===== config.mk =====
export PLATFORM = sky130hd
export DESIGN_NAME = instruction_decoder
export DESIGN_NICKNAME = d
export VERILOG_FILES = /design/src/design/core_pkg.sv /design/src/design/instruction_decoder.sv
export SDC_FILE = /design/constraint.sdc
export NUM_CORES = 1
export LEC_CHECK = 0
export BUFFER_PORTS_ARGS = -buffer_cell sky130_fd_sc_hd__buf_2
export CAP_MARGIN = 20
export CORE_MARGIN = 2
export CORE_UTILIZATION = 37
export DETAILED_ROUTE_END_ITERATION = 12
export PLACE_DENSITY = 0.91
export SYNTH_ARGS = -nofsm -noshare
export SYNTH_HDL_FRONTEND = slang
export SYNTH_SLANG_ARGS = --single-unit

===== constraint.sdc =====
create_clock -name vclk -period 4.88
set_clock_uncertainty 0.15 [all_clocks]
set_input_delay 0.244 -clock vclk [all_inputs]
set_output_delay 0.244 -clock vclk [all_outputs]
set_load 0.05 [all_outputs]

===== src/design/core_pkg.sv =====
package core_pkg;

    parameter int xlen = 64;

    // major opcodes used by the supported subset
    parameter logic [6:0] op_reg    = 7'b0110011;
    parameter logic [6:0] op_imm    = 7'b0010011;
    parameter logic [6:0] op_load   = 7'b0000011;
    parameter logic [6:0] op_store  = 7'b0100011;
    parameter logic [6:0] op_branch = 7'b1100011;

    typedef enum logic [1:0] {
        alu_add = 2'd0,
        alu_sub = 2'd1,
        alu_and = 2'd2,
        alu_or  = 2'd3
    } alu_op_t;

    typedef enum logic [1:0] {
        fwd_none = 2'd0,
        fwd_mem  = 2'd1,
        fwd_wb   = 2'd2
    } fwd_sel_t;

    // an all-zero payload is a bubble in every stage
    typedef struct packed {
        logic [xlen-1:0] pc;
        logic [31:0]     instruction;
    } if_id_t;

    typedef struct packed {
        logic [xlen-1:0] pc;
        logic [xlen-1:0] read_data1;
        logic [xlen-1:0] read_data2;
        logic [xlen-1:0] immediate;
        logic [4:0]      rs1;
        logic [4:0]      rs2;
        logic [4:0]      rd;
        alu_op_t         alu_op;
        logic            alu_src;
        logic            mem_read;
        logic            mem_write;
        logic            reg_write;
        logic            branch;
        logic            invalid;
    } id_ex_t;

    typedef struct packed {
        logic [xlen-1:0] alu_result;
        logic [xlen-1:0] store_data;
        logic [4:0]      rd;
        logic            mem_read;
        logic            mem_write;
        logic            reg_write;
    } ex_mem_t;

    typedef struct packed {
        logic [xlen-1:0] result;
        logic [4:0]      rd;
        logic            reg_write;
    } mem_wb_t;

endpackage


===== src/design/instruction_decoder.sv =====
`timescale 1ns/10ps

module instruction_decoder
    import core_pkg::*;
(
    input  logic [31:0]     instruction,
    output logic [4:0]      rs1,
    output logic [4:0]      rs2,
    output logic [4:0]      rd,
    output logic [xlen-1:0] immediate,
    output alu_op_t         alu_op,
    output logic            alu_src,
    output logic            mem_read,
    output logic            mem_write,
    output logic            reg_write,
    output logic            branch,
    output logic            invalid
);

    logic [6:0] opcode;
    logic [2:0] funct3;
    logic [6:0] funct7;

    assign opcode = instruction[6:0];
    assign funct3 = instruction[14:12];
    assign funct7 = instruction[31:25];
    assign rs1    = instruction[19:15];
    assign rs2    = instruction[24:20];
    assign rd     = instruction[11:7];

    always_comb begin
        immediate = '0;
        alu_op    = alu_add;
        alu_src   = 1'b0;
        mem_read  = 1'b0;
        mem_write = 1'b0;
        reg_write = 1'b0;
        branch    = 1'b0;
        invalid   = 1'b0;
        case (opcode)
            op_reg: begin
                reg_write = 1'b1;
                case ({funct7, funct3})
                    {7'b0000000, 3'b000}: alu_op = alu_add;
                    {7'b0100000, 3'b000}: alu_op = alu_sub;
                    {7'b0000000, 3'b111}: alu_op = alu_and;
                    {7'b0000000, 3'b110}: alu_op = alu_or;
                    default: begin
                        reg_write = 1'b0;
                        invalid   = 1'b1;
                    end
                endcase
            end
            op_imm: begin
                immediate = {{(xlen-12){instruction[31]}}, instruction[31:20]};
                alu_src   = 1'b1;
                reg_write = (funct3 == 3'b000); // addi only
                invalid   = (funct3 != 3'b000);
            end
            op_load: begin
                immediate = {{(xlen-12){instruction[31]}}, instruction[31:20]};
                alu_src   = 1'b1;
                mem_read  = (funct3 == 3'b011); // ld
                reg_write = (funct3 == 3'b011);
                invalid   = (funct3 != 3'b011);
            end
            op_store: begin
                immediate = {{(xlen-12){instruction[31]}}, instruction[31:25],
                             instruction[11:7]};
                alu_src   = 1'b1;
                mem_write = (funct3 == 3'b011); // sd
                invalid   = (funct3 != 3'b011);
            end
            op_branch: begin
                // offset already in bytes
                immediate = {{(xlen-13){instruction[31]}}, instruction[31], instruction[7],
                             instruction[30:25], instruction[11:8], 1'b0};
                alu_op    = alu_sub;
                branch    = (funct3 == 3'b000); // beq
                invalid   = (funct3 != 3'b000);
            end
            default: invalid = (instruction != '0); // all-zero word is a bubble
        endcase
    end

endmodule


==> results by group <==
Power and ir drop
  – IR drop worst, VDD: 92.9 uV
  – Proportion of total power due to net switching: 74.1%
  – Pleak: ~0.73 nW
  – Switching power of the nets: 0.0000699 W
  – Power density over the cells: slightly below 90 nW/um2
  – Portion of total power attributed to the clock network: 0%
  – Sequential power share: 0%
  – Proportion of power drawn by combinational gates: 100.0%
  – Cell internal pwr: around 0.000024 W

Run
  – Number of max-cap violations: 0

Synthesis
  – Synth area leader: buf_4
  – Top cells by area, synth: buf_4 (54%), and2_1 (4.6%), a22o_2 (4.2%)
  – Sequential area share after synthesis: 0%
  – Warning count from the yosys run: 0
  – Synth unique cells: 31
  – Post-Syn Area: 942 um2
  – Average instance area after synthesis: 7.42 um2
  – Net count after synthesis: 159
  – Number of instances in the synthesized netlist: 127
  – Synth top area share: 54.2%

STA
  – RSZ-0062 raised after global routing: false
  – Part of the cycle the worst path needs: between 50% and 60%
  – Final Max Tran Viols: 0
  – Measured slew at the worst slew-check pin: 0.518 ns
  – Worst max-slew margin expressed relative to the limit: 65.4%
  – # setup viols final: 0
  – Final hold slack: about 0.64 ns
  – Period minus WS final: 2.45 ns
  – Hold violation count in the final report: 0
  – Final setup TNS: 0 ns
  – Achievable Freq: roughly 0.41 GHz

Setup path
  – Dominant delay contributor by cell family on the critical path: simple AND/OR/NAND/NOR gates
  – List of cells traversed by the critical path: buf_2 > nand4bb_4 > a211oi_2 > and2_1 > buf_8 > buf_2
  – Data arrival time of the critical path: just over 2 ns
  – Critical Path Slowest Stage Cell: and2_1
  – Critical Path Sink Type: primary output
  – Kind of start point of the critical path: input pin
  – Critical path start-end classification: in -> out
  – Buffers & Inverters on Critical Path: 3
  – Highest net fanout along the worst path: 31
  – Required time at the worst-slack endpoint: 4.49 ns
  – Max stage delay on crit path: 0.52 ns
  – Most used cell, CP: buf_2

Cells and area
  – Most frequent cells in the layout: buf_2 (119), nor2_1 (9), and2_1 (7)
  – Clkbuf count: 0
  – Fraction of layout instances using a drive strength above 1: 72.6%
  – # fillers: roughly 280
  – Diodes inserted: 0
  – Most common library cell in the layout ignoring fill and taps: buf_2
  – # nets final: 213
  – Post-Layout Cell Count: 209
  – Number of flip-flops and latches: 0
  – Multi-input gate area: 428 um2
  – Synth-to-Final Area Change: 14.6%
  – Footprint of the flip-flops and latches: 0 um2
  – Summed area of non-filler cells in the final layout: between 1000 and 1500 um2

Clocking
  – Number of hold buffers added after CTS: 0
  – Post-CTS repair timing setup buffer count: 0
  – Quantity of gates resized following cts: 0

Global routing
  – Maximum number of pins on one net before global-route repair: 53
  – Number of global-route vias before repair: 693
  – Overall track demand over capacity in global routing: 12.1%
  – Antenna violations before repair: 0
  – Gr ovfl total: 0
  – Wire length of the first global-routing pass: 2830 um

Drt
  – Number of optimization iterations in the first detailed-route pass: 4
  – Routed Wire Length: between 2000 and 2500 um
  – First-iteration detailed-routing DRC count: 25
  – Per-cell routed wire length: 10.6 um
  – Final routed DRC violation total: 0
  – Vias: a little under 1,000
  – Remaining antenna violation count: 0
  – Per-cell via count in the routed design: roughly 4.7

Die
  – Area of the die: 2970 um2
  – Boundary Pins: 119
  – Die Span X: 54.5 um
  – Die Span Y: 54.5 um
  – Core footprint: 2450 um2
  – Initial core utilization: 38.4%
  – Core Rows: 18

Place
  – Input/output buffers: 119
  – Final RePlAce weighted congestion: 0.782
  – Placed Area: 1060 um2
  – Number of instances in the placed design: 208
  – Total half-perimeter wirelength after legalization and detailed placement: 1910 um

Outcome
  – Run status: finished, final reports clean

Worst hold path
  – Worst min path class: in -> out
[logic make-up after synthesis]
family / count (synthesis) / synth area share (%)
buf+inv: 69 / 54.6
simple gates: 41 / 30.4
compound gates: 17 / 15.0
[layer usage]
layer	track usage, %	vias up	routed length, um
li1	-	486	-
met1	14.6	419	814
met2	23.7	81	1090
met3	0.546	0	307
met4	1.67	0	0
met5	0	-	0
[cell type report]
type	instances	area share (%)
Multi-Input combinational cell	58	39.6
Tap cell	30	3.48
Inverter	1	0.348
Timing Repair Buffer	120	56.5
[metrics by stage]
step                      util, %  worst slack (ns)  total power (W)
after floorplan                 -              1.97        0.0000784
final                        44.0              2.43        0.0000944
after CTS                    43.4              2.06        0.0000942
after global placement       43.4              2.17        0.0000931
after global routing         44.0              2.17         0.000100
after detailed placement     43.4              2.06        0.0000942
[final timing paths]
| check | endpoint | startpoint | cells after the start | slack [ns] |
|---|---|---|---|---|
| worst max-delay path | immediate[17] | instruction[2] | 6 | 2.43 |
| worst min-delay path | rs1[2] | instruction[17] | 2 | 0.64 |
[power groups by stage]
stage	Combinational, W	Clock (W)	Sequential [W]
finish	0.0000944	0	0
global route	0.000100	0	0
CTS	0.0000942	0	0
detailed placement	0.0000942	0	0
global placement	0.0000931	0	0
floorplan	0.0000784	0	0
[synthesized netlist by cell type]
library cell  number
buf_4             68
nor2_2             1
a211oi_2           1
and2_1             7
inv_1              1
nand2_1            2
nor4_1             5
nand2b_1           1
o21ai_0            1
nor2b_1            1
nand3b_1           1
and3_1             3
nand3_1            1
a22o_2             4
o2111ai_1          2
a31oi_1            1
nor2_1             9
a41oi_1            1
nor3_4             1
and3b_1            2
nor3b_4            1
o22ai_1            1
nor3_1             1
nand2b_4           1
nand4_1            2
o31ai_1            1
a32o_1             2
nand4bb_4          1
a21oi_1            2
nand4b_1           1
a22oi_1            1
(Power assumes the default switching activity.)
