### src/design/core_pkg.sv
package core_pkg;

    parameter int xlen = 64;

    // major opcodes used by the supported subset
    parameter logic [6:0] op_reg    = 7'b0110011;
    parameter logic [6:0] op_imm    = 7'b0010011;
    parameter logic [6:0] op_load   = 7'b0000011;
    parameter logic [6:0] op_store  = 7'b0100011;
    parameter logic [6:0] op_branch = 7'b1100011;

    typedef enum logic [1:0] {
        alu_add = 2'd0,
        alu_sub = 2'd1,
        alu_and = 2'd2,
        alu_or  = 2'd3
    } alu_op_t;

    typedef enum logic [1:0] {
        fwd_none = 2'd0,
        fwd_mem  = 2'd1,
        fwd_wb   = 2'd2
    } fwd_sel_t;

    // an all-zero payload is a bubble in every stage
    typedef struct packed {
        logic [xlen-1:0] pc;
        logic [31:0]     instruction;
    } if_id_t;

    typedef struct packed {
        logic [xlen-1:0] pc;
        logic [xlen-1:0] read_data1;
        logic [xlen-1:0] read_data2;
        logic [xlen-1:0] immediate;
        logic [4:0]      rs1;
        logic [4:0]      rs2;
        logic [4:0]      rd;
        alu_op_t         alu_op;
        logic            alu_src;
        logic            mem_read;
        logic            mem_write;
        logic            reg_write;
        logic            branch;
        logic            invalid;
    } id_ex_t;

    typedef struct packed {
        logic [xlen-1:0] alu_result;
        logic [xlen-1:0] store_data;
        logic [4:0]      rd;
        logic            mem_read;
        logic            mem_write;
        logic            reg_write;
    } ex_mem_t;

    typedef struct packed {
        logic [xlen-1:0] result;
        logic [4:0]      rd;
        logic            reg_write;
    } mem_wb_t;

endpackage

### src/design/alu.sv
`timescale 1ns/10ps

module alu
    import core_pkg::*;
(
    input  alu_op_t         operation,
    input  logic [xlen-1:0] a,
    input  logic [xlen-1:0] b,
    output logic [xlen-1:0] result,
    output logic            equal
);

    always_comb begin
        case (operation)
            alu_add: result = a + b;
            alu_sub: result = a - b;
            alu_and: result = a & b;
            alu_or:  result = a | b;
            default: result = '0;
        endcase
    end

    assign equal = (a == b); // beq condition

endmodule

### config.mk
export PLATFORM = sky130hd
export DESIGN_NAME = alu
export DESIGN_NICKNAME = d
export VERILOG_FILES = /design/src/design/core_pkg.sv /design/src/design/alu.sv
export SDC_FILE = /design/constraint.sdc
export NUM_CORES = 1
export LEC_CHECK = 0
export BUFFER_PORTS_ARGS = -buffer_cell sky130_fd_sc_hd__buf_4
export CORE_MARGIN = 1
export CORE_UTILIZATION = 54
export DETAILED_ROUTE_END_ITERATION = 6
export PLACE_DENSITY_LB_ADDON = 0.15
export RECOVER_POWER = 25
export SLEW_MARGIN = 30
export SYNTH_ARGS = -nofsm -noshare
export SYNTH_HDL_FRONTEND = slang
export SYNTH_SLANG_ARGS = --single-unit
### constraint.sdc
create_clock -name vclk -period 3.3
set_input_delay 0.33 -clock vclk [all_inputs]
set_output_delay 0.33 -clock vclk [all_outputs]
set_load 0.02 [all_outputs]
==> summary.md, run 1 <==
| Metric | Value |
|---|---|
| Status | `stopped before the end` |
| Fail Step | `5_1_grt` |
| Tool error | `[ERROR GRT-0232] Routing congestion too high. Check the congestion heatmap in the GUI.` |
| Die height | `144 um` |
| Synth Area in XOR/XNOR | `5.88%` |
| Post-Synth Simple-Gate Area | `20.5%` |
| Placed instance count | `2463` |
| Warnings from Yosys | `0` |
| Final RePlAce weighted congestion | `1.04` |
| Syn Nets | `2010` |
| Initial Utilization | `55.5%` |
| Total GRT Usage | `95.0%` |
| Rows | `51` |
| Syn_area_per_cell | `6.45 um2` |
| DP HPWL | `38600 um` |
| I/O Buffers | `195` |
| Ports | `195` |
| Top cell type's share of synthesized area | `22.0%` |
| Cells after synthesis | `1687` |
| Pin count of the biggest net entering global routing | `69` |
| Yosys top cell by area | `ha_1` |
| Synth Area in Compound Gates | `37.6%` |
| Register area share after synthesis | `0%` |
| Worst EP post-GRT repair | `result[60]` |
| Worst ep type | `output port` |
| Mapped Area | `10900 um2` |
| Cts hold-fix bufs | `0` |
| Die width | `144 um` |
| Yosys cell types | `85` |
| Mux cell area share after synthesis | `2.52%` |
| Synth Area in Adders | `22.3%` |
| Synth top area cells | `ha_1 (22%), a21oi_1 (8.9%), inv_1 (7.4%), o21ai_0 (6.1%), xnor2_1 (5.3%)` |
| Main combinational cell family by area after synthesis | `compound AO/OA/AOI/OAI gates` |
| Total gr overflow | `863` |
metrics by stage:
| step | cell area, um2 | setup WS, ps |
|---|---|---|
| 2_1_floorplan | 11200 | -175 |
| 3_3_place_gp | 15700 | -893 |
| 3_5_place_dp | 15700 | -967 |
| 4_1_cts | 17600 | -463 |
synthesized netlist by cell type, types with 8 or more instances:
cell type	count
and2_1	10
o221ai_1	8
o22ai_1	8
clkbuf_1	70
a31oi_1	14
or4_1	8
ha_1	191
or3_1	8
a21o_1	32
o21a_1	16
o31ai_1	22
inv_1	215
and3_1	11
o21bai_1	37
nor2_1	135
nand2_1	119
a211oi_1	33
nand3_1	24
nand4_1	23
nor4_1	32
o31a_1	12
a21oi_1	194
nor3_1	34
xnor2_1	66
o211ai_1	27
mux4_2	8
buf_1	9
nor2b_1	20
nand2b_1	13
o21ai_0	132
buf_2	14
layer usage:
metal  overflow  global-route usage (%)
met4        252                     107
met3         28                    80.5
met5          8                    61.4
met1         19                    88.4
met2        556                     112
what timing repair did:
item                                    in CTS
endpoints found under the setup margin      51
gates resized for setup                    355
pin swaps                                  151
endpoints found under the hold margin        0
buffers inserted                            57
kinds of logic after synthesis:
group                    count (synthesis)
multiplexers                            17
AND/OR/NAND/NOR                        460
adder cells (fa/ha/maj)                193
buffers and inverters                  316
XOR/XNOR                                73
AO/OA/AOI/OAI                          628
==> run 2: changes to the inputs <==
--- a/config.mk
+++ b/config.mk
@@ -7,7 +7,7 @@
 export LEC_CHECK = 0
 export BUFFER_PORTS_ARGS = -buffer_cell sky130_fd_sc_hd__buf_4
 export CORE_MARGIN = 1
-export CORE_UTILIZATION = 54
+export CORE_UTILIZATION = 40
 export DETAILED_ROUTE_END_ITERATION = 6
 export PLACE_DENSITY_LB_ADDON = 0.15
 export RECOVER_POWER = 25
==> constraint.sdc (replaced) <==
create_clock -name vclk -period 4.3
set_input_delay 0.43 -clock vclk [all_inputs]
set_output_delay 0.43 -clock vclk [all_outputs]
set_load 0.02 [all_outputs]
==> summary.md, run 2 <==
| Metric | Value |
|---|---|
| Register area share after synthesis | `0%` |
| Mapped Area | `10900 um2` |
| Drt wl/cell | `19.0 um` |
| Worst Setup End Kind | `output port` |
| Pin count of the biggest net entering global routing | `128` |
| Ratio of cells with drive above 1 in the final layout | `22.3%` |
| Leak | `6.68 nW` |
| I/O Buffers | `195` |
| Min Hold Slack | `1400 ps` |
| Commonest non-fill, non-tap cell in the layout | `buf_4` |
| Syn_area_per_cell | `6.45 um2` |
| CP startpoint kind | `input pin` |
| Final RePlAce weighted congestion | `0.971` |
| Yosys top cell by area | `ha_1` |
| Worst VDD drop | `0.0746 mV` |
| Die height | `167 um` |
| 1st-iter DRT viols | `1006` |
| Ports | `195` |
| Setup violations, final | `0` |
| Synth top area cells | `ha_1 (22%), a21oi_1 (8.9%), inv_1 (7.4%), o21ai_0 (6.1%), xnor2_1 (5.3%)` |
| DP HPWL | `35900 um` |
| Multi-input logic area | `9880 um2` |
| Area grow syn2layout | `28.0%` |
| Setup TNS | `0 ps` |
| Synth top cells by count | `inv_1 (215), a21oi_1 (194), ha_1 (191)` |
| Die width | `167 um` |
| Rows | `59` |
| Fin cells | `2299` |
| Post-route cell area | `13900 um2` |
| Overall power | `2.24 mW` |
| Fin util | `52.8%` |
| Initial antenna violation count | `0` |
| Clock buffers | `0` |
| Worst path max stage delay | `480 ps` |
| Pwr/cell area | `161 nW/um2` |
| Final Hold Fails | `0` |
| Final min period | `4190 ps` |
| Status | `completed` |
| Placed instance count | `2297` |
| Diodes inserted | `0` |
| RSZ-0062 raised after global routing | `true` |
| Vias per cell | `5.91` |
| Syn Nets | `2010` |
| Vias in the first global route | `12700` |
| CP Max Fanout | `6` |
| Most frequent cells in the layout | `buf_4 (361), inv_1 (215), a21oi_1 (189), ha_1 (189), nor2_1 (135)` |
| # DRC | `0` |
| Register area | `0 um2` |
| Top cell type's share of synthesized area | `22.0%` |
| WP data required | `3870 ps` |
| Global-route wire length before repair | `68400 um` |
| Worst-margin pin slew | `958 ps` |
| Yosys cell types | `85` |
| Crit-path cells | `buf_4 -> inv_1 -> ha_2 -> nor2_1 -> a2111o_1 -> a311oi_2 -> buf_4 -> o21ai_1 -> a21oi_2 -> buf_4 -> nand2_1 -> a21boi_0 -> buf_4 -> o41ai_2 -> xnor2_1 -> mux4_2 -> buf_4` |
| Setup CP Type | `input pin to output port` |
| Total die area | `27800 um2` |
| Cells after synthesis | `1687` |
| Max Cap Viol | `0` |
| Final number of max-transition violations | `0` |
| Warnings from Yosys | `0` |
| Most frequent cell after synthesis | `inv_1` |
| Drt first pass iters | `5` |
| Max Clk Rate | `0.239 GHz` |
| Core footprint | `26400 um2` |
| Routed Antenna Nets | `0` |
| Class of the worst hold path | `input pin to output port` |
| Total number of vias | `13600` |
| Critical path's slowest cell | `mux4_2` |
| FF+latch count | `0` |
| Filler Cells Inserted | `2716` |
| Post-route clock period utilization | `97.4%` |
| Drt total wl | `43600 um` |
| Final net count | `2289` |
| Max_slew headroom | `35.9%` |
| Setup WS pre-CTS | `-290 ps` |
| Total GRT Usage | `30.0%` |
| HP Start | `operation[0]` |
| Final Worst Setup Slack | `113 ps` |
| Hold depth | `3` |
| CP arrival | `3760 ps` |
| Total gr overflow | `0` |
| Placed inst area | `13700 um2` |
| Cts hold-fix bufs | `0` |
| Worst Hold End | `result[24]` |
| Initial Utilization | `41.3%` |
| Crit path top cell by count | `buf_4` |
[run 2: worst max path at each step]
stage / startpoint / end / slack, ps / cells after the start
3_5_place_dp: a[1] / result[59] / -290 / 15
2_1_floorplan: a[35] / result[61] / 370 / 12
4_1_cts: b[3] / result[33] / -1 / 17
6_report: b[2] / result[33] / 110 / 17
3_3_place_gp: a[1] / result[59] / -250 / 15
5_1_grt: a[0] / result[62] / -20 / 18
[run 2: cells by family (layout without fill, tap and decap cells)]
family	after synthesis	in the layout	share of synthesized area [%]
AO/OA/AOI/OAI	628	628	37.6
XOR/XNOR	73	73	5.88
adder cells (fa/ha/maj)	193	193	22.3
multiplexers	17	17	2.52
buffers and inverters	316	593	11.2
AND/OR/NAND/NOR	460	460	20.5
[run 2: final cells by class]
cell class	instances	share of cell area, %
inverter	219	5.91
multi-input combinational	1371	71.0
tap	335	3.01
timing repair buffer	374	20.1
[run 2: repair_timing]
| item | CTS | global route |
|---|---|---|
| gates resized for setup | 13 | 37 |
| setup buffers | 1 | 1 |
| endpoints found under the setup margin | 13 | 31 |
| pin swaps | 3 | 6 |
[run 2: worst max-delay path: cells and delay by family]
family,cells,cell delay (ps)
multiplexers,1,480
buffers and inverters,6,780
XOR/XNOR,1,130
AO/OA/AOI/OAI,6,1370
adder cells (fa/ha/maj),1,390
AND/OR/NAND/NOR,2,140
[run 2: where the power goes]
group	internal, mW	switching [mW]
clock	0	0
combinational	0.940	1.30
sequential	0	0
[run 2: layer usage]
| metal | vias up | routed length (um) | global-route usage, % |
|---|---|---|---|
| met3 | 72 | 2620 | 2.07 |
| met4 | 0 | 1110 | 7.05 |
| li1 | 6580 | - | - |
| met1 | 6396 | 19600 | 40.6 |
| met2 | 532 | 20200 | 51.4 |
| met5 | - | 0 | 0 |
(Power assumes the default switching activity.)
