## config.mk

```make
export PLATFORM = sky130hd
export DESIGN_NAME = pipeline_control
export DESIGN_NICKNAME = d
export VERILOG_FILES = /design/src/design/core_pkg.sv /design/src/design/pipeline_control.sv
export SDC_FILE = /design/constraint.sdc
export NUM_CORES = 1
export LEC_CHECK = 0
export ABC_CLOCK_PERIOD_IN_PS = 2980
export BUFFER_PORTS_ARGS = -buffer_cell sky130_fd_sc_hd__buf_4
export CAP_MARGIN = 15
export CORE_MARGIN = 2
export CORE_UTILIZATION = 30
export DETAILED_ROUTE_END_ITERATION = 6
export PLACE_DENSITY = 0.84
export SLEW_MARGIN = 0
export SYNTH_ARGS = -nofsm -noshare
export SYNTH_HDL_FRONTEND = slang
export SYNTH_SLANG_ARGS = --single-unit
```

## constraint.sdc

```tcl
create_clock -name vclk -period 2.98
set_input_delay 0.298 -clock vclk [all_inputs]
set_output_delay 0.298 -clock vclk [all_outputs]
set_load 0.02 [all_outputs]
```

## src/design/core_pkg.sv

```systemverilog
package core_pkg;

    parameter int xlen = 64;

    // major opcodes used by the supported subset
    parameter logic [6:0] op_reg    = 7'b0110011;
    parameter logic [6:0] op_imm    = 7'b0010011;
    parameter logic [6:0] op_load   = 7'b0000011;
    parameter logic [6:0] op_store  = 7'b0100011;
    parameter logic [6:0] op_branch = 7'b1100011;

    typedef enum logic [1:0] {
        alu_add = 2'd0,
        alu_sub = 2'd1,
        alu_and = 2'd2,
        alu_or  = 2'd3
    } alu_op_t;

    typedef enum logic [1:0] {
        fwd_none = 2'd0,
        fwd_mem  = 2'd1,
        fwd_wb   = 2'd2
    } fwd_sel_t;

    // an all-zero payload is a bubble in every stage
    typedef struct packed {
        logic [xlen-1:0] pc;
        logic [31:0]     instruction;
    } if_id_t;

    typedef struct packed {
        logic [xlen-1:0] pc;
        logic [xlen-1:0] read_data1;
        logic [xlen-1:0] read_data2;
        logic [xlen-1:0] immediate;
        logic [4:0]      rs1;
        logic [4:0]      rs2;
        logic [4:0]      rd;
        alu_op_t         alu_op;
        logic            alu_src;
        logic            mem_read;
        logic            mem_write;
        logic            reg_write;
        logic            branch;
        logic            invalid;
    } id_ex_t;

    typedef struct packed {
        logic [xlen-1:0] alu_result;
        logic [xlen-1:0] store_data;
        logic [4:0]      rd;
        logic            mem_read;
        logic            mem_write;
        logic            reg_write;
    } ex_mem_t;

    typedef struct packed {
        logic [xlen-1:0] result;
        logic [4:0]      rd;
        logic            reg_write;
    } mem_wb_t;

endpackage

```

## src/design/pipeline_control.sv

```systemverilog
`timescale 1ns/10ps

module pipeline_control
    import core_pkg::*;
(
    input  logic       clock,
    input  logic       reset,
    input  logic [4:0] id_rs1,
    input  logic [4:0] id_rs2,
    input  logic [4:0] ex_rs1,
    input  logic [4:0] ex_rs2,
    input  logic [4:0] ex_rd,
    input  logic       ex_mem_read,
    input  logic       ex_reg_write,
    input  logic [4:0] mem_rd,
    input  logic       mem_mem_read,
    input  logic       mem_reg_write,
    input  logic [4:0] wb_rd,
    input  logic       wb_reg_write,
    input  logic       branch_taken,
    output logic       stall,
    output logic       flush,
    output fwd_sel_t   forward_a,
    output fwd_sel_t   forward_b
);

    logic mem_can_forward;
    logic wb_can_forward;

    // load data is not ready until writeback
    assign mem_can_forward = mem_reg_write && !mem_mem_read && (mem_rd != 5'd0);
    assign wb_can_forward  = wb_reg_write && (wb_rd != 5'd0);

    function automatic fwd_sel_t select_source(input logic [4:0] source);
        if (mem_can_forward && mem_rd == source) begin
            return fwd_mem;
        end else if (wb_can_forward && wb_rd == source) begin
            return fwd_wb;
        end
        return fwd_none;
    endfunction

    assign forward_a = select_source(ex_rs1);
    assign forward_b = select_source(ex_rs2);

    // load in execute feeding the instruction in decode
    assign stall = ex_mem_read && ex_reg_write && (ex_rd != 5'd0)
                   && (ex_rd == id_rs1 || ex_rd == id_rs2);

    assign flush = branch_taken;

    // a load in execute is never also the branch being resolved
    assert property (@(posedge clock) disable iff (reset) !(stall && flush))
        else $error("pipeline_control: stall and flush high together");

endmodule

```

==> flow_summary.html <==
<table>
<tr><th>Metric</th><th>Value</th></tr>
<tr><th colspan="2">Layout</th></tr>
<tr><td>Leading cell types in the layout, fill and taps excluded</td><td>sky130_fd_sc_hd__buf_4, sky130_fd_sc_hd__xor2_1, sky130_fd_sc_hd__xnor2_1, sky130_fd_sc_hd__or4_1, sky130_fd_sc_hd__nand3_1</td></tr>
<tr><td>Share of layout cells above drive strength 1</td><td>50.5%</td></tr>
<tr><td>Area of the multi-input gates</td><td>about 400 µm²</td></tr>
<tr><td>Number of inserted filler cells in the final layout</td><td>129</td></tr>
<tr><td>Commonest non-fill, non-tap cell in the layout</td><td>sky130_fd_sc_hd__buf_4</td></tr>
<tr><td>Layout overhead on the synthesized area</td><td>85.6%</td></tr>
<tr><td>Final net count</td><td>140</td></tr>
<tr><td>Antenna cell count</td><td>0</td></tr>
<tr><td>Sequential Area</td><td>0 µm²</td></tr>
<tr><td>Clock Buffer Count</td><td>0</td></tr>
<tr><td>Seq_cells</td><td>0</td></tr>
<tr><th colspan="2">Placement</th></tr>
<tr><td>Worst slack after detailed placement</td><td>1.01 ns</td></tr>
<tr><td>Count of input and output buffers</td><td>45</td></tr>
<tr><td>Routability Congestion</td><td>0.670</td></tr>
<tr><td>HPWL after detailed placement</td><td>1.15 mm</td></tr>
<tr><th colspan="2">Synthesis</th></tr>
<tr><td>Netlist area before placement</td><td>between 400 and 500 µm²</td></tr>
<tr><td>Post-Synthesis Net Count</td><td>94</td></tr>
<tr><td>Number of different library cells in the post-synthesis netlist</td><td>13</td></tr>
<tr><td>Syn Inst Count</td><td>51</td></tr>
<tr><td>Ys Warns</td><td>0</td></tr>
<tr><td>Average instance area after synthesis</td><td>8.00 µm²</td></tr>
<tr><td>Share of synthesized area occupied by flip-flops and latches</td><td>0%</td></tr>
<tr><th colspan="2">Timing</th></tr>
<tr><td>Final count of hold timing violations</td><td>0</td></tr>
<tr><td>Min cycle time layout</td><td>around 2 ns</td></tr>
<tr><td>Final worst-path setup slack</td><td>1.02 ns</td></tr>
<tr><td>Transition time at the pin with the least slew margin</td><td>0.501 ns</td></tr>
<tr><td>Setup repair after global routing missed its margin</td><td>false</td></tr>
<tr><td>Worst slew margin relative to its limit</td><td>66.3%</td></tr>
<tr><td>Final Slew Violations</td><td>0</td></tr>
<tr><td>Setup violation total in the final timing report</td><td>0</td></tr>
<tr><td>Final critical-path share of the clock period</td><td>65.8%</td></tr>
<tr><td>Max Clk Rate</td><td>~0.51 GHz</td></tr>
<tr><td>Setup tns final</td><td>0 ns</td></tr>
<tr><th colspan="2">Setup path</th></tr>
<tr><td>Worst path slowest cell</td><td>sky130_fd_sc_hd__or4_1</td></tr>
<tr><td>Critical path class</td><td>in -&gt; out</td></tr>
<tr><td>Worst setup EP type</td><td>output pin</td></tr>
<tr><td>CP required</td><td>around 2.7 ns</td></tr>
<tr><td>Highest net fanout along the worst path</td><td>3</td></tr>
<tr><td>Crit-path most repeated cell</td><td>sky130_fd_sc_hd__buf_4</td></tr>
<tr><td>Critical path startpoint category</td><td>primary input</td></tr>
<tr><td>Cells traversed along the worst timing path</td><td>buf_4 -&gt; or4_1 -&gt; o21ai_2 -&gt; nor4_1 -&gt; nor4_2 -&gt; buf_4</td></tr>
<tr><td>Max incr delay on CP</td><td>0.54 ns</td></tr>
<tr><td>Worst path top cell family by delay</td><td>simple AND/OR/NAND/NOR gates</td></tr>
<tr><td>Data arrival, critical path</td><td>1.66 ns</td></tr>
<tr><td>Worst Path Buf+Inv</td><td>2</td></tr>
<tr><th colspan="2">Clock tree</th></tr>
<tr><td>Post-cts hold buffer count</td><td>0</td></tr>
<tr><td>Number of setup buffers added after CTS</td><td>0</td></tr>
<tr><td>Count of instances resized after the clock tree is built</td><td>0</td></tr>
<tr><th colspan="2">Detailed routing</th></tr>
<tr><td>Sum of routed wire length over all layers</td><td>1.18 mm</td></tr>
<tr><td>Final antenna-violating net count</td><td>0</td></tr>
<tr><td>DRC Markers</td><td>0</td></tr>
<tr><td>Mean number of vias per cell</td><td>4.77</td></tr>
<tr><td>Detailed-routing iteration count for the pre-antenna-repair pass</td><td>1</td></tr>
<tr><td>Average wire per cell in the routed design</td><td>10.7 µm</td></tr>
<tr><td>Number of DRC markers in iteration 0</td><td>0</td></tr>
<tr><td>Via Count</td><td>about 530</td></tr>
<tr><th colspan="2">Floorplan</th></tr>
<tr><td>Die Area</td><td>0.00167 mm²</td></tr>
<tr><td>Row count</td><td>13</td></tr>
<tr><td>Number of top-level design ports</td><td>49</td></tr>
<tr><td>Die Wd</td><td>40.9 µm</td></tr>
<tr><td>Die Y</td><td>40.9 µm</td></tr>
<tr><td>Initial core utilization</td><td>a little under a third</td></tr>
<tr><td>Core region area</td><td>0.00128 mm²</td></tr>
<tr><th colspan="2">Hold path</th></tr>
<tr><td>Min-delay worst type</td><td>in -&gt; out</td></tr>
<tr><th colspan="2">Run status</th></tr>
<tr><td>Run status</td><td>complete, no violations</td></tr>
<tr><th colspan="2">Power</th></tr>
<tr><td>Portion of total power attributed to sequential cells</td><td>0%</td></tr>
<tr><td>IR drop worst, VDD</td><td>roughly 0.064 mV</td></tr>
<tr><td>Power density of the placed cells</td><td>127 mW/mm²</td></tr>
<tr><td>Logic gate share of total power</td><td>100.0%</td></tr>
<tr><td>Switching power</td><td>0.0000374 W</td></tr>
<tr><td>Final Total Pwr</td><td>approximately 0.000096 W</td></tr>
<tr><td>Proportion of power drawn by the clock network</td><td>0%</td></tr>
<tr><td>P_int</td><td>0.0000590 W</td></tr>
<tr><td>Lkg Pwr</td><td>0.344 nW</td></tr>
<tr><td>Switching power share of the total</td><td>38.8%</td></tr>
<tr><th colspan="2">GRT</th></tr>
<tr><td>Antenna violations before repair</td><td>0</td></tr>
<tr><td>Global-route wire length before repair</td><td>1.81 mm</td></tr>
<tr><td>Global-route total usage across every layer</td><td>between 15 and 20%</td></tr>
<tr><td>Vias in the first global route</td><td>500</td></tr>
<tr><td>Residual overflow from global routing</td><td>0</td></tr>
<tr><td>Pin count of the biggest net entering global routing</td><td>4</td></tr>
<tr><th colspan="2">Run</th></tr>
<tr><td>Max-cap violation count</td><td>0</td></tr>
</table>
==> synthesized netlist by cell type <==
library cell | n | area [µm²]
sky130_fd_sc_hd__a21oi_1 | 1 | 5.00
sky130_fd_sc_hd__buf_4 | 1 | 7.51
sky130_fd_sc_hd__nand3_1 | 4 | 20.0
sky130_fd_sc_hd__nor2b_1 | 1 | 6.26
sky130_fd_sc_hd__nor3_1 | 2 | 10.0
sky130_fd_sc_hd__nor4_1 | 2 | 12.5
sky130_fd_sc_hd__nor4_2 | 2 | 25.0
sky130_fd_sc_hd__o211ai_1 | 1 | 7.51
sky130_fd_sc_hd__o21ai_1 | 1 | 5.00
sky130_fd_sc_hd__o21ai_2 | 1 | 8.76
sky130_fd_sc_hd__or4_1 | 5 | 37.5
sky130_fd_sc_hd__xnor2_1 | 10 | 87.6
sky130_fd_sc_hd__xor2_1 | 20 | 175
==> layout make-up <==
cell class,count,share of cell area (%)
repair buffers,45,44.6
well taps,15,2.48
multi-input cells,50,52.9
==> cell families after synthesis <==
family                    count (synthesis)  share of synthesized area [%]
xor gates and xnor gates                 30                           64.4
and+or+nand+nor                          16                           27.3
buffers and inverters                     1                           1.84
AOI/OAI and AO/OA                         4                           6.44
==> through the flow <==
step	instances	hold WS [ns]	utilization, %	instance area, µm²
5_1_grt	110	0.596	58.9	757
4_1_cts	110	0.596	58.9	757
3_3_place_gp	110	0.596	58.9	757
6_report	110	0.596	58.9	757
3_5_place_dp	110	0.596	58.9	757
2_1_floorplan	51	0.709	-	408
==> layer usage <==
metal	vias to the layer above	global-route usage, %	routed length (µm)
li1	270	-	-
met1	220	16.7	398
met2	35	33.2	651
met3	0	1.09	132
met4	0	0	0
met5	-	0	0
==> final timing paths <==
check | end | start | cells after the start
max | forward_b[1] | mem_rd[3] | 6
min | flush | branch_taken | 0
==> power groups by stage <==
stage / clock, W / combinational (W) / sequential [W]
after detailed placement: 0 / 0.0000977 / 0
after global routing: 0 / 0.000106 / 0
final: 0 / 0.0000964 / 0
after floorplan: 0 / 0.0000399 / 0
after CTS: 0 / 0.0000980 / 0
after global placement: 0 / 0.0000954 / 0
No activity file was read; power rests on OpenSTA's default activity.
